## src/logic/crPkg.sv

```systemverilog
// shared ids, opcodes and stage payload; ids 9 to 14 are unmapped and behave like ZZR
package crPkg;

	// register widths
	localparam int CrDataWidth = 64;
	localparam int CrAddrWidth = 48;

	// credit depths on the issue side and the result side
	localparam int CmdCredits = 4;
	localparam int ResultCredits = 4;

	// SR comes up with only bit 30 set
	localparam logic [CrDataWidth-1:0] SrResetValue = 64'h0000_0000_4000_0000;

	// control register ids
	typedef enum logic [3:0] {
		idSr = 4'd0,
		idExsr = 4'd1,
		idLr = 4'd2,
		idSpc = 4'd3,
		idSsp = 4'd4,
		idVbr = 4'd5,
		idGbr = 4'd6,
		idTbr = 4'd7,
		idTea = 4'd8,
		idZzr = 4'd15
	} crId;

	typedef enum logic [1:0] {
		opRead = 2'd0,
		opWrite = 2'd1,
		opSet = 2'd2,
		opClear = 2'd3
	} crOp;

	// command as issued, 70 bits
	typedef struct packed {
		crOp op;
		crId id;
		logic [CrDataWidth-1:0] operand;
	} crCmd;

	// payload carried by every stage, 198 bits
	typedef struct packed {
		crCmd cmd;
		logic [CrDataWidth-1:0] oldValue;
		logic [CrDataWidth-1:0] newValue;
	} crStage;

	// new register value for one command
	function automatic logic [CrDataWidth-1:0] applyOp(
		input crOp op,
		input logic [CrDataWidth-1:0] oldValue,
		input logic [CrDataWidth-1:0] operand
	);
		case (op)
			opWrite: applyOp = operand;
			opSet: applyOp = oldValue | operand;
			opClear: applyOp = oldValue & ~operand;
			default: applyOp = oldValue;
		endcase
	endfunction

	// value as the register file would return it after storing
	function automatic logic [CrDataWidth-1:0] maskToWidth(
		input crId id,
		input logic [CrDataWidth-1:0] value
	);
		case (id)
			// GBR keeps FPSR in its top 16 bits
			idSr, idExsr, idLr, idTea, idGbr: maskToWidth = value;
			idSpc, idSsp, idVbr, idTbr:
				maskToWidth = {{(CrDataWidth-CrAddrWidth){1'b0}}, value[CrAddrWidth-1:0]};
			default: maskToWidth = '0;
		endcase
	endfunction

endpackage
```

## src/logic/crStageIf.sv

```systemverilog
// one pipeline stage handoff; payload is only meaningful while valid is high
`timescale 1ns/1ps

interface crStageIf;
	import crPkg::*;

	// entry present in this stage
	logic valid;
	// opcode, id, operand and both register values
	crStage stage;

	// upstream stage owns the register
	modport source (
		output valid,
		output stage
	);

	// downstream stage and forwarding taps
	modport sink (
		input valid,
		input stage
	);

endinterface

```

## src/logic/crPipeTop.sv

```systemverilog
// issuer starts with CmdCredits credits; unit starts with ResultCredits result credits
`timescale 1ns/1ps

module crPipeTop (
	input logic clock,
	input logic reset,
	input logic cmdValid,
	input crPkg::crOp cmdOp,
	input crPkg::crId cmdId,
	input logic [crPkg::CrDataWidth-1:0] cmdOperand,
	output logic cmdCredit,
	output logic resultValid,
	output logic [crPkg::CrDataWidth-1:0] resultValue,
	input logic resultCredit
);
	import crPkg::*;

	// stage handoffs
	crStageIf issueToEx1 ();
	crStageIf ex1ToEx2 ();
	crStageIf ex2ToEx3 ();

	// back-pressure from EX3
	logic stall;
	// register file ports
	crId readId;
	logic [CrDataWidth-1:0] readValue;
	logic writeEnable;
	crId writeId;
	logic [CrDataWidth-1:0] writeValue;

	crCmdQueue #(.QueueDepth(CmdCredits)) cmdQueue (
		.clock(clock),
		.reset(reset),
		.cmdValid(cmdValid),
		.cmdOp(cmdOp),
		.cmdId(cmdId),
		.cmdOperand(cmdOperand),
		.cmdCredit(cmdCredit),
		.stall(stall),
		.out(issueToEx1.source)
	);

	// EX1 forwards from the EX2 and EX3 registers
	crOperandRead operandRead (
		.clock(clock),
		.reset(reset),
		.stall(stall),
		.in(issueToEx1.sink),
		.ex2Fwd(ex1ToEx2.sink),
		.ex3Fwd(ex2ToEx3.sink),
		.readId(readId),
		.readValue(readValue),
		.out(ex1ToEx2.source)
	);

	crExecute execute (
		.clock(clock),
		.reset(reset),
		.stall(stall),
		.in(ex1ToEx2.sink),
		.out(ex2ToEx3.source)
	);

	crRetire #(.CreditCount(ResultCredits)) retire (
		.clock(clock),
		.reset(reset),
		.in(ex2ToEx3.sink),
		.resultCredit(resultCredit),
		.stall(stall),
		.writeEnable(writeEnable),
		.writeId(writeId),
		.writeValue(writeValue),
		.resultValid(resultValid),
		.resultValue(resultValue)
	);

	crRegFile regFile (
		.clock(clock),
		.reset(reset),
		.readId(readId),
		.readValue(readValue),
		.writeEnable(writeEnable),
		.writeId(writeId),
		.writeValue(writeValue)
	);

endmodule

```

## src/logic/crRetire.sv

```systemverilog
// EX3; the consumer returns one resultCredit per result and never more than it was sent
`timescale 1ns/1ps

module crRetire #(
	parameter int CreditCount = crPkg::ResultCredits
) (
	input logic clock,
	input logic reset,
	crStageIf.sink in,
	input logic resultCredit,
	output logic stall,
	output logic writeEnable,
	output crPkg::crId writeId,
	output logic [crPkg::CrDataWidth-1:0] writeValue,
	output logic resultValid,
	output logic [crPkg::CrDataWidth-1:0] resultValue
);
	import crPkg::*;

	// credits the unit still holds
	logic [$clog2(CreditCount+1)-1:0] credits;
	logic send;

	// EX3 entry stays in the EX2 register until it can go
	assign send = in.valid && (credits != '0);
	// no credit for a waiting entry, freeze everything upstream
	assign stall = in.valid && (credits == '0);

	// register write lands on the edge that raises resultValid
	assign writeEnable = send && (in.stage.cmd.op != opRead);
	assign writeId = in.stage.cmd.id;
	assign writeValue = in.stage.newValue;

	// credit counter and result flag
	always_ff @(posedge clock)
	begin
		if (reset)
		begin
			credits <= ($clog2(CreditCount+1))'(CreditCount);
			resultValid <= 1'b0;
		end
		else
		begin
			case ({send, resultCredit})
				2'b10: credits <= credits - 1'b1;
				2'b01: credits <= credits + 1'b1;
				default: credits <= credits;
			endcase
			resultValid <= send;
		end
	end

	// software sees the value before the update
	always_ff @(posedge clock)
	begin
		if (send)
			resultValue <= in.stage.oldValue;
	end

endmodule

```

## src/logic/crRegFile.sv

```systemverilog
// SR resets to bit 30 only; 48-bit registers read zero-extended; ZZR and ids 9-14 read zero
`timescale 1ns/1ps

module crRegFile (
	input logic clock,
	input logic reset,
	input crPkg::crId readId,
	output logic [crPkg::CrDataWidth-1:0] readValue,
	input logic writeEnable,
	input crPkg::crId writeId,
	input logic [crPkg::CrDataWidth-1:0] writeValue
);
	import crPkg::*;

	// full width registers
	logic [CrDataWidth-1:0] sr;
	logic [CrDataWidth-1:0] exsr;
	logic [CrDataWidth-1:0] lr;
	logic [CrDataWidth-1:0] tea;
	// address width registers
	logic [CrAddrWidth-1:0] spc;
	logic [CrAddrWidth-1:0] ssp;
	logic [CrAddrWidth-1:0] vbr;
	logic [CrAddrWidth-1:0] gbr;
	logic [CrAddrWidth-1:0] tbr;
	// lives above GBR
	logic [CrDataWidth-CrAddrWidth-1:0] fpsr;

	// read port
	always_comb
	begin
		case (readId)
			idSr: readValue = sr;
			idExsr: readValue = exsr;
			idLr: readValue = lr;
			idTea: readValue = tea;
			idSpc: readValue = {{(CrDataWidth-CrAddrWidth){1'b0}}, spc};
			idSsp: readValue = {{(CrDataWidth-CrAddrWidth){1'b0}}, ssp};
			idVbr: readValue = {{(CrDataWidth-CrAddrWidth){1'b0}}, vbr};
			idTbr: readValue = {{(CrDataWidth-CrAddrWidth){1'b0}}, tbr};
			// FPSR packed on top
			idGbr: readValue = {fpsr, gbr};
			// ZZR and unmapped
			default: readValue = '0;
		endcase
	end

	// write port, commits when EX3 sends its result
	always_ff @(posedge clock)
	begin
		if (reset)
		begin
			sr <= SrResetValue;
			exsr <= '0;
			lr <= '0;
			tea <= '0;
			spc <= '0;
			ssp <= '0;
			vbr <= '0;
			gbr <= '0;
			tbr <= '0;
			fpsr <= '0;
		end
		else if (writeEnable)
		begin
			case (writeId)
				idSr: sr <= writeValue;
				idExsr: exsr <= writeValue;
				idLr: lr <= writeValue;
				idTea: tea <= writeValue;
				// upper bits dropped
				idSpc: spc <= writeValue[CrAddrWidth-1:0];
				idSsp: ssp <= writeValue[CrAddrWidth-1:0];
				idVbr: vbr <= writeValue[CrAddrWidth-1:0];
				idTbr: tbr <= writeValue[CrAddrWidth-1:0];
				idGbr:
				begin
					// one write sets both fields
					gbr <= writeValue[CrAddrWidth-1:0];
					fpsr <= writeValue[CrDataWidth-1:CrAddrWidth];
				end
				// ZZR and unmapped ids drop the write
				default:
				begin
				end
			endcase
		end
	end

endmodule

```

## src/logic/crExecute.sv

```systemverilog
// EX2; new value is left unmasked, the register file and forwarding trim it
`timescale 1ns/1ps

module crExecute (
	input logic clock,
	input logic reset,
	input logic stall,
	crStageIf.sink in,
	crStageIf.source out
);
	import crPkg::*;

	logic [CrDataWidth-1:0] newValue;

	// read keeps old, write takes operand, set ORs, clear masks off
	assign newValue = applyOp(in.stage.cmd.op, in.stage.oldValue, in.stage.cmd.operand);

	// EX2 to EX3 register, also tapped by EX1 for forwarding
	always_ff @(posedge clock)
	begin
		if (reset)
			out.valid <= 1'b0;
		else if (!stall)
			out.valid <= in.valid;
		if (!stall)
		begin
			out.stage.cmd <= in.stage.cmd;
			// old value is what the command returns
			out.stage.oldValue <= in.stage.oldValue;
			out.stage.newValue <= newValue;
		end
	end

endmodule

```

## src/logic/crOperandRead.sv

```systemverilog
// EX1; forwards only from EX2 and EX3, so older results must already be in the register file
`timescale 1ns/1ps

module crOperandRead (
	input logic clock,
	input logic reset,
	input logic stall,
	crStageIf.sink in,
	crStageIf.sink ex2Fwd,
	crStageIf.sink ex3Fwd,
	output crPkg::crId readId,
	input logic [crPkg::CrDataWidth-1:0] readValue,
	crStageIf.source out
);
	import crPkg::*;

	logic ex2Hit;
	logic ex3Hit;
	logic [CrDataWidth-1:0] ex2Pending;
	logic [CrDataWidth-1:0] oldValue;

	// register file read for the command sitting in EX1
	assign readId = in.stage.cmd.id;

	// only writing ops to the same id count as hazards
	assign ex2Hit = ex2Fwd.valid && (ex2Fwd.stage.cmd.id == in.stage.cmd.id)
		&& (ex2Fwd.stage.cmd.op != opRead);
	assign ex3Hit = ex3Fwd.valid && (ex3Fwd.stage.cmd.id == in.stage.cmd.id)
		&& (ex3Fwd.stage.cmd.op != opRead);

	// EX2 result is still being computed, so apply its op here
	assign ex2Pending = applyOp(ex2Fwd.stage.cmd.op, ex2Fwd.stage.oldValue,
		ex2Fwd.stage.cmd.operand);

	always_comb
	begin
		oldValue = readValue;
		// EX3 is older than EX2
		if (ex3Hit)
			oldValue = maskToWidth(in.stage.cmd.id, ex3Fwd.stage.newValue);
		// youngest writer wins
		if (ex2Hit)
			oldValue = maskToWidth(in.stage.cmd.id, ex2Pending);
	end

	// EX1 to EX2 register
	always_ff @(posedge clock)
	begin
		if (reset)
			out.valid <= 1'b0;
		else if (!stall)
			out.valid <= in.valid;
		if (!stall)
		begin
			out.stage.cmd <= in.stage.cmd;
			out.stage.oldValue <= oldValue;
			// read result until EX2 applies the op
			out.stage.newValue <= oldValue;
		end
	end

endmodule

```

## src/logic/crCmdQueue.sv

```systemverilog
// issuer must hold a credit for every cmdValid; no overflow detection
`timescale 1ns/1ps

module crCmdQueue #(
	parameter int QueueDepth = crPkg::CmdCredits
) (
	input logic clock,
	input logic reset,
	input logic cmdValid,
	input crPkg::crOp cmdOp,
	input crPkg::crId cmdId,
	input logic [crPkg::CrDataWidth-1:0] cmdOperand,
	output logic cmdCredit,
	input logic stall,
	crStageIf.source out
);
	import crPkg::*;

	// command storage
	crCmd mem [QueueDepth];
	logic [$clog2(QueueDepth)-1:0] wrPtr;
	logic [$clog2(QueueDepth)-1:0] rdPtr;
	logic [$clog2(QueueDepth+1)-1:0] count;
	logic push;
	logic pop;

	// credit rule guarantees room
	assign push = cmdValid;
	// entry written this cycle is not visible until the next
	assign pop = (count != '0) && !stall;

	always_ff @(posedge clock)
	begin
		if (push)
			mem[wrPtr] <= '{op: cmdOp, id: cmdId, operand: cmdOperand};
	end

	// pointers and fill level
	always_ff @(posedge clock)
	begin
		if (reset)
		begin
			wrPtr <= '0;
			rdPtr <= '0;
			count <= '0;
			cmdCredit <= 1'b0;
		end
		else
		begin
			if (push)
				wrPtr <= (int'(wrPtr) == QueueDepth - 1) ? '0 : wrPtr + 1'b1;
			if (pop)
				rdPtr <= (int'(rdPtr) == QueueDepth - 1) ? '0 : rdPtr + 1'b1;
			case ({push, pop})
				2'b10: count <= count + 1'b1;
				2'b01: count <= count - 1'b1;
				default: count <= count;
			endcase
			// one credit back per dequeue
			cmdCredit <= pop;
		end
	end

	// head register feeding EX1, frozen on stall
	always_ff @(posedge clock)
	begin
		if (reset)
			out.valid <= 1'b0;
		else if (!stall)
			out.valid <= pop;
		if (pop)
		begin
			out.stage.cmd <= mem[rdPtr];
			// values are filled in by later stages
			out.stage.oldValue <= '0;
			out.stage.newValue <= '0;
		end
	end

endmodule

```

## config.mk

```make
export PLATFORM = sky130hd
export DESIGN_NAME = crPipeTop
export DESIGN_NICKNAME = d
export VERILOG_FILES = /design/src/logic/crPkg.sv /design/src/logic/crStageIf.sv /design/src/logic/crPipeTop.sv /design/src/logic/crRetire.sv /design/src/logic/crRegFile.sv /design/src/logic/crExecute.sv /design/src/logic/crOperandRead.sv /design/src/logic/crCmdQueue.sv
export SDC_FILE = /design/constraint.sdc
export NUM_CORES = 2
export LEC_CHECK = 0
export BUFFER_PORTS_ARGS = -buffer_cell sky130_fd_sc_hd__buf_2
export CORE_MARGIN = 2
export CORE_UTILIZATION = 67
export CTS_CLUSTER_SIZE = 16
export DETAILED_ROUTE_END_ITERATION = 6
export GPL_ROUTABILITY_DRIVEN = 0
export PLACE_DENSITY = 0.88
export SYNTH_ARGS = -nofsm -noshare
export SYNTH_HDL_FRONTEND = slang
export SYNTH_HIERARCHICAL = 1
export SYNTH_SLANG_ARGS = --single-unit
export TNS_END_PERCENT = 5
```

## constraint.sdc

```tcl
create_clock -name clock -period 14.05 [get_ports clock]
set_input_delay 0.7025 -clock clock [delete_from_list [all_inputs] [get_ports clock]]
set_output_delay 0.7025 -clock clock [all_outputs]
set_load 0.02 [all_outputs]
```

* Word level (Yosys, flattened, before mapping)
Memories as Yosys holds them, arrays and structs flattened. A register that Yosys moved wholly into a read port is not among the register bits.
Index checks and enable logic that the tools add are counted.
** Word-level totals
- Word-level logic and storage cells :: 106
- Bits in writable memories :: 280
- Flip-flop bits (word level) :: 859
- Memories kept :: 1
- Output and inout port bits :: 66
** Cells by class
- Equality and inequality tests :: 27
- Bitwise logic cells :: 3
- Add/subtract/negate cells :: 6
- Muxes and demuxes :: 12
- Reductions and logical operators :: 29
** Memories
- cmdQueue.mem :: depth 4, width 70, rd ports 1, clocked after Yosys merged registers in 1, wr ports 1, line crCmdQueue.sv:20 : crCmd mem [QueueDepth];
** Operator list (count)
- $pmux 64 s9 :: 1
- $pmux 64 s2 :: 2
- $pmux 64 s3 :: 1
- $mux 64 :: 2
- $and 64x64->64 :: 1
- $not 64->64 :: 1
- $or 64x64->64 :: 1
- $eq 4x3->1 const B :: 8
- $reduce_and 2->1 :: 9
- $eq 4x2->1 const B :: 4
- $pmux 3 s2 :: 2
- $eq 2x1->1 const B :: 5
- $eq 2x2->1 const B :: 4
- $eq 4x1->1 const B :: 2
- $eq 4x4->1 :: 2
- $eq 4x4->1 const B :: 2
- $logic_and 1x1->1 :: 8
- $logic_not 4->1 :: 2
- $reduce_bool 2->1 :: 4
- $add 3x1->3 const B :: 2
- $reduce_bool 3->1 :: 2
- $sub 3x1->3 const B :: 2
- $reduce_or 5->1 :: 1
- $add 2x1->2 const B :: 2
- 5 further kinds :: 7

* Logic depth before layout (Yosys ltp)
- Word-level depth :: 6
- Gate-level depth with buffers :: 11
- Depth with buffers taken out :: 10

* By module
Netlist, hierarchy kept.
** Modules (own cells, without submodules)
- crRegFile :: seq. area each 10249.8 µm², cells an instance 2799, area each 21803.4 µm², times used 1
- crCmdQueue :: seq. area each 10690.3 µm², cells an instance 620, area each 13654.3 µm², times used 1
- crExecute :: seq. area each 5965.7 µm², cells an instance 486, area each 8345.5 µm², times used 1
- crOperandRead :: seq. area each 4043.9 µm², cells an instance 707, area each 8032.7 µm², times used 1
- crRetire :: seq. area each 2001.9 µm², cells an instance 153, area each 2633.8 µm², times used 1

* Worst setup path before layout
Ideal clock, no wire load.
- Path type :: register -> register
- From :: register retire.credits[0]
- To :: register execute/out.stage[0] (netlist name)
- Data required time :: 13.034 ns
- Buffers on the path :: 0
- Cell stages (with the launch flop) :: 3
- Arrival time :: 3.994 ns
- Period minus slack after synthesis :: 5.010 ns
- Path slack :: 9.040 ns
- Path through :: dfxtp_1 > nor4b_1 > inv_1
** On the way
- Cells in the longest elaborated chain, start to end :: 2
** RTL lines
- start, declared :: line crRetire.sv:21 : logic [$clog2(CreditCount+1)-1:0] credits;
- start signal, assigned :: line crRetire.sv:39 : credits <= ($clog2(CreditCount+1))'(CreditCount);
- start signal, assigned :: line crRetire.sv:45 : 2'b10: credits <= credits - 1'b1;
- start signal, assigned :: line crRetire.sv:46 : 2'b01: credits <= credits + 1'b1;
- $logic_not 3->1 :: line crRetire.sv:27 : assign stall = in.valid && (credits == '0);
- $logic_and 1x1->1 :: line crRetire.sv:27
- net stall :: line crPipeTop.sv:24 : logic stall;
The timed path passes the listed nets, and every way through them passes these cells.
A chain may end at the register's enable or synchronous reset.

==> impl_results.md <==
- Leakage: 18.6 nW
- Starting density of the core: 0.678
- # rows: 101
- Post-CTS Hold Fix Bufs: 0
- Failing checks: DRC
- Final ANT Viol Nets: 0
- Area grow syn2layout: 6.34%
- Max Slew Vio Count: 0
- GR Overflow Total: 0
- Layout Nets: 4444
- Power Density: 189 nW/um^2
- Fin crit share: 0.291
- Fill count: 4506
- Crit path arrival time: 4.53 ns
- Drt drc: 301
- IO buf count: 139
- Setup TNS: 0 ns
- Die ar.: 79200 um^2
- Final setup violation count: 0
- Worst hold path type: input port to flip-flop
- Buf+Inv Stages, Crit Path: 2
- Vias in the first global route: 38300
- Clock Tree Root: clkbuf_16
- First-pass iteration count of the detailed router: 7
- Initial DRC count: 7927
- Worst endpoint required time: 14.49 ns
- Antenna violations before repair: 7
- Detail Placement HPWL: 79300 um
- Syn avg cell area: 11.3 um^2
- Sink Count: 1209
- Top routing layer in use: met5
- Crit path cell chain: buf_12 > xor2_1 > or4_1 > nor3b_4 > buf_4 > a22oi_1 > o21ai_0
- Worst setup SP type: flip-flop
- Vias/cell: 7.17
- Worst setup margin: 9.96 ns
- Final hold violations: 0
- Num CTS Buffers: 110
- Post-Syn Area: 51600 um^2
- Die Y: 281 um
- Routed WL per cell: 28.7 um
- Slew Limit Headroom: 0.0513
- Critical path's slowest cell: or4_1
- Die width: 281 um
- Power Total: 0.0104 W
- Maxcap violations: 0
- All-Layer GR Usage: 0.391
- Metal2 WL: 69900 um
- Setup Skew: 0.0372 ns
- Routed wl met3: 25100 um
- Worst skew pair latency: 0.70 ns
- Final WL: 158000 um
- Clock Tree Buf Depth: 3
- Worst-margin pin slew: 1.42 ns
- Post-CTS Setup Repair Bufs: 0
- Via count: 39400
- CTS tree: done
- CTS H-tree depth: 3
- Area of the multi-input gates: 17500 um^2
- VDD IR max: 0.216 mV
- Total number of yosys warnings: 6
- Clk slew on worst S/H paths: 0.07 ns
- WL met1: 50800 um
- Post-cts gate resize count: 0
- Worst Setup End Kind: flip-flop
- Fmax achieved: 0.245 GHz
- Delay-heaviest family, CP: buffers and inverters
- RSZ-0062 raised after global routing: false
- Fraction of layout cells with a size suffix above 1: 0.137
- Slowest stage delay, CP: 0.92 ns
- Sequential cell area: 31000 um^2
- Core area: 76100 um^2
- Status: complete, but fails checks
- Post-synthesis instance total: 4572
- Global-route wire length before repair: 234000 um
- Maximum fanout along the worst path: 118
- Largest net degree at the start of global routing: 119
- Critical path type: flip-flop to flip-flop
- Tmin final: 4.09 ns
- Syn nets: 4655
- Number of I/O pins: 140
- Pre-CTS setup slack: 10.20 ns
## sequential cells by signal, summed over array words and instances (netlist names), 48 cells and up
name and flops:
cmdQueue/out.stage 70, regFile/tea 64, regFile/lr 64, execute/out.stage 134, retire/resultValue 64, regFile/spc 48, operandRead/out.stage 134, regFile/ssp 48
regFile/vbr 48, regFile/sr 64, regFile/exsr 64, regFile/gbr 48, regFile/tbr 48, cmdQueue/mem 280
## report_power, final
part	internal (W)	total [W]	switching, W
clock network	0.00173	0.00309	0.00136
logic	0.000795	0.00236	0.00156
registers	0.00430	0.00492	0.000623
total	0.00682	0.0104	0.00355
## path summary, 6_finish.rpt
kind	start	to	slack (ns)	cells after the start
setup reg to reg	cmdQueue/out.stage[192]	operandRead/out.stage[13]	9.96	7
hold reg to reg	execute/out.stage[93]	retire/resultValue[29]	0.40	0
hold / removal	cmdOperand[16]	cmdQueue/mem[2][16]	0.23	1
setup / recovery	cmdQueue/out.stage[192]	operandRead/out.stage[13]	9.96	7
## placed cells by master, fill, tap and decap left out, types with 10 or more instances in the layout
master        n
nor3_1       10
a22oi_1     161
mux4_2       73
clkbuf_8     11
clkbuf_16   114
mux2i_1     169
a22oi_2      10
mux2_2       10
clkinv_1     14
a21bo_2      51
a2111oi_0    16
a21bo_1      13
bufinv_16    10
o221ai_1     20
nor2_1       94
nand2b_1     70
inv_1        28
a221oi_1     15
nand2_1    1044
nor2b_1      59
nor4b_1      16
a21oi_1     608
o221ai_2     10
o22ai_1      49
edfxtp_1    682
a221oi_2     43
o211ai_1     31
a211o_1      25
clkinv_2     17
clkbuf_1     24
buf_4        61
a22o_1       30
a211oi_1     62
buf_2       138
dfxtp_1     525
## metrics by stage
stage	instance area, um^2	utilization	instances	hold slack [ns]
2_1_floorplan	51600	-	4572	0.400
3_3_place_gp	51200	0.673	5279	0.400
3_5_place_dp	51200	0.673	5279	0.405
4_1_cts	54800	0.721	5486	0.211
5_1_grt	54800	0.721	5486	0.230
6_report	54900	0.721	5487	0.226
## layout make-up
cell class,count,share of cell area
inverters,33,0.00244
clock inverters,58,0.0104
multi-input cells,2806,0.320
repair buffers,201,0.0216
clock buffers,149,0.0564
flip-flops and latches,1209,0.566
diodes,1,0.0000456
well taps,1030,0.0235
## layer usage
| layer | track usage | vias up |
|---|---|---|
| met4 | 0.247 | 10 |
| met1 | 0.490 | 18400 |
| li1 | - | 15900 |
| met3 | 0.123 | 1057 |
| met2 | 0.594 | 3979 |
| met5 | 0.00366 | - |
Note: power is estimated with default switching activity, not from simulation.
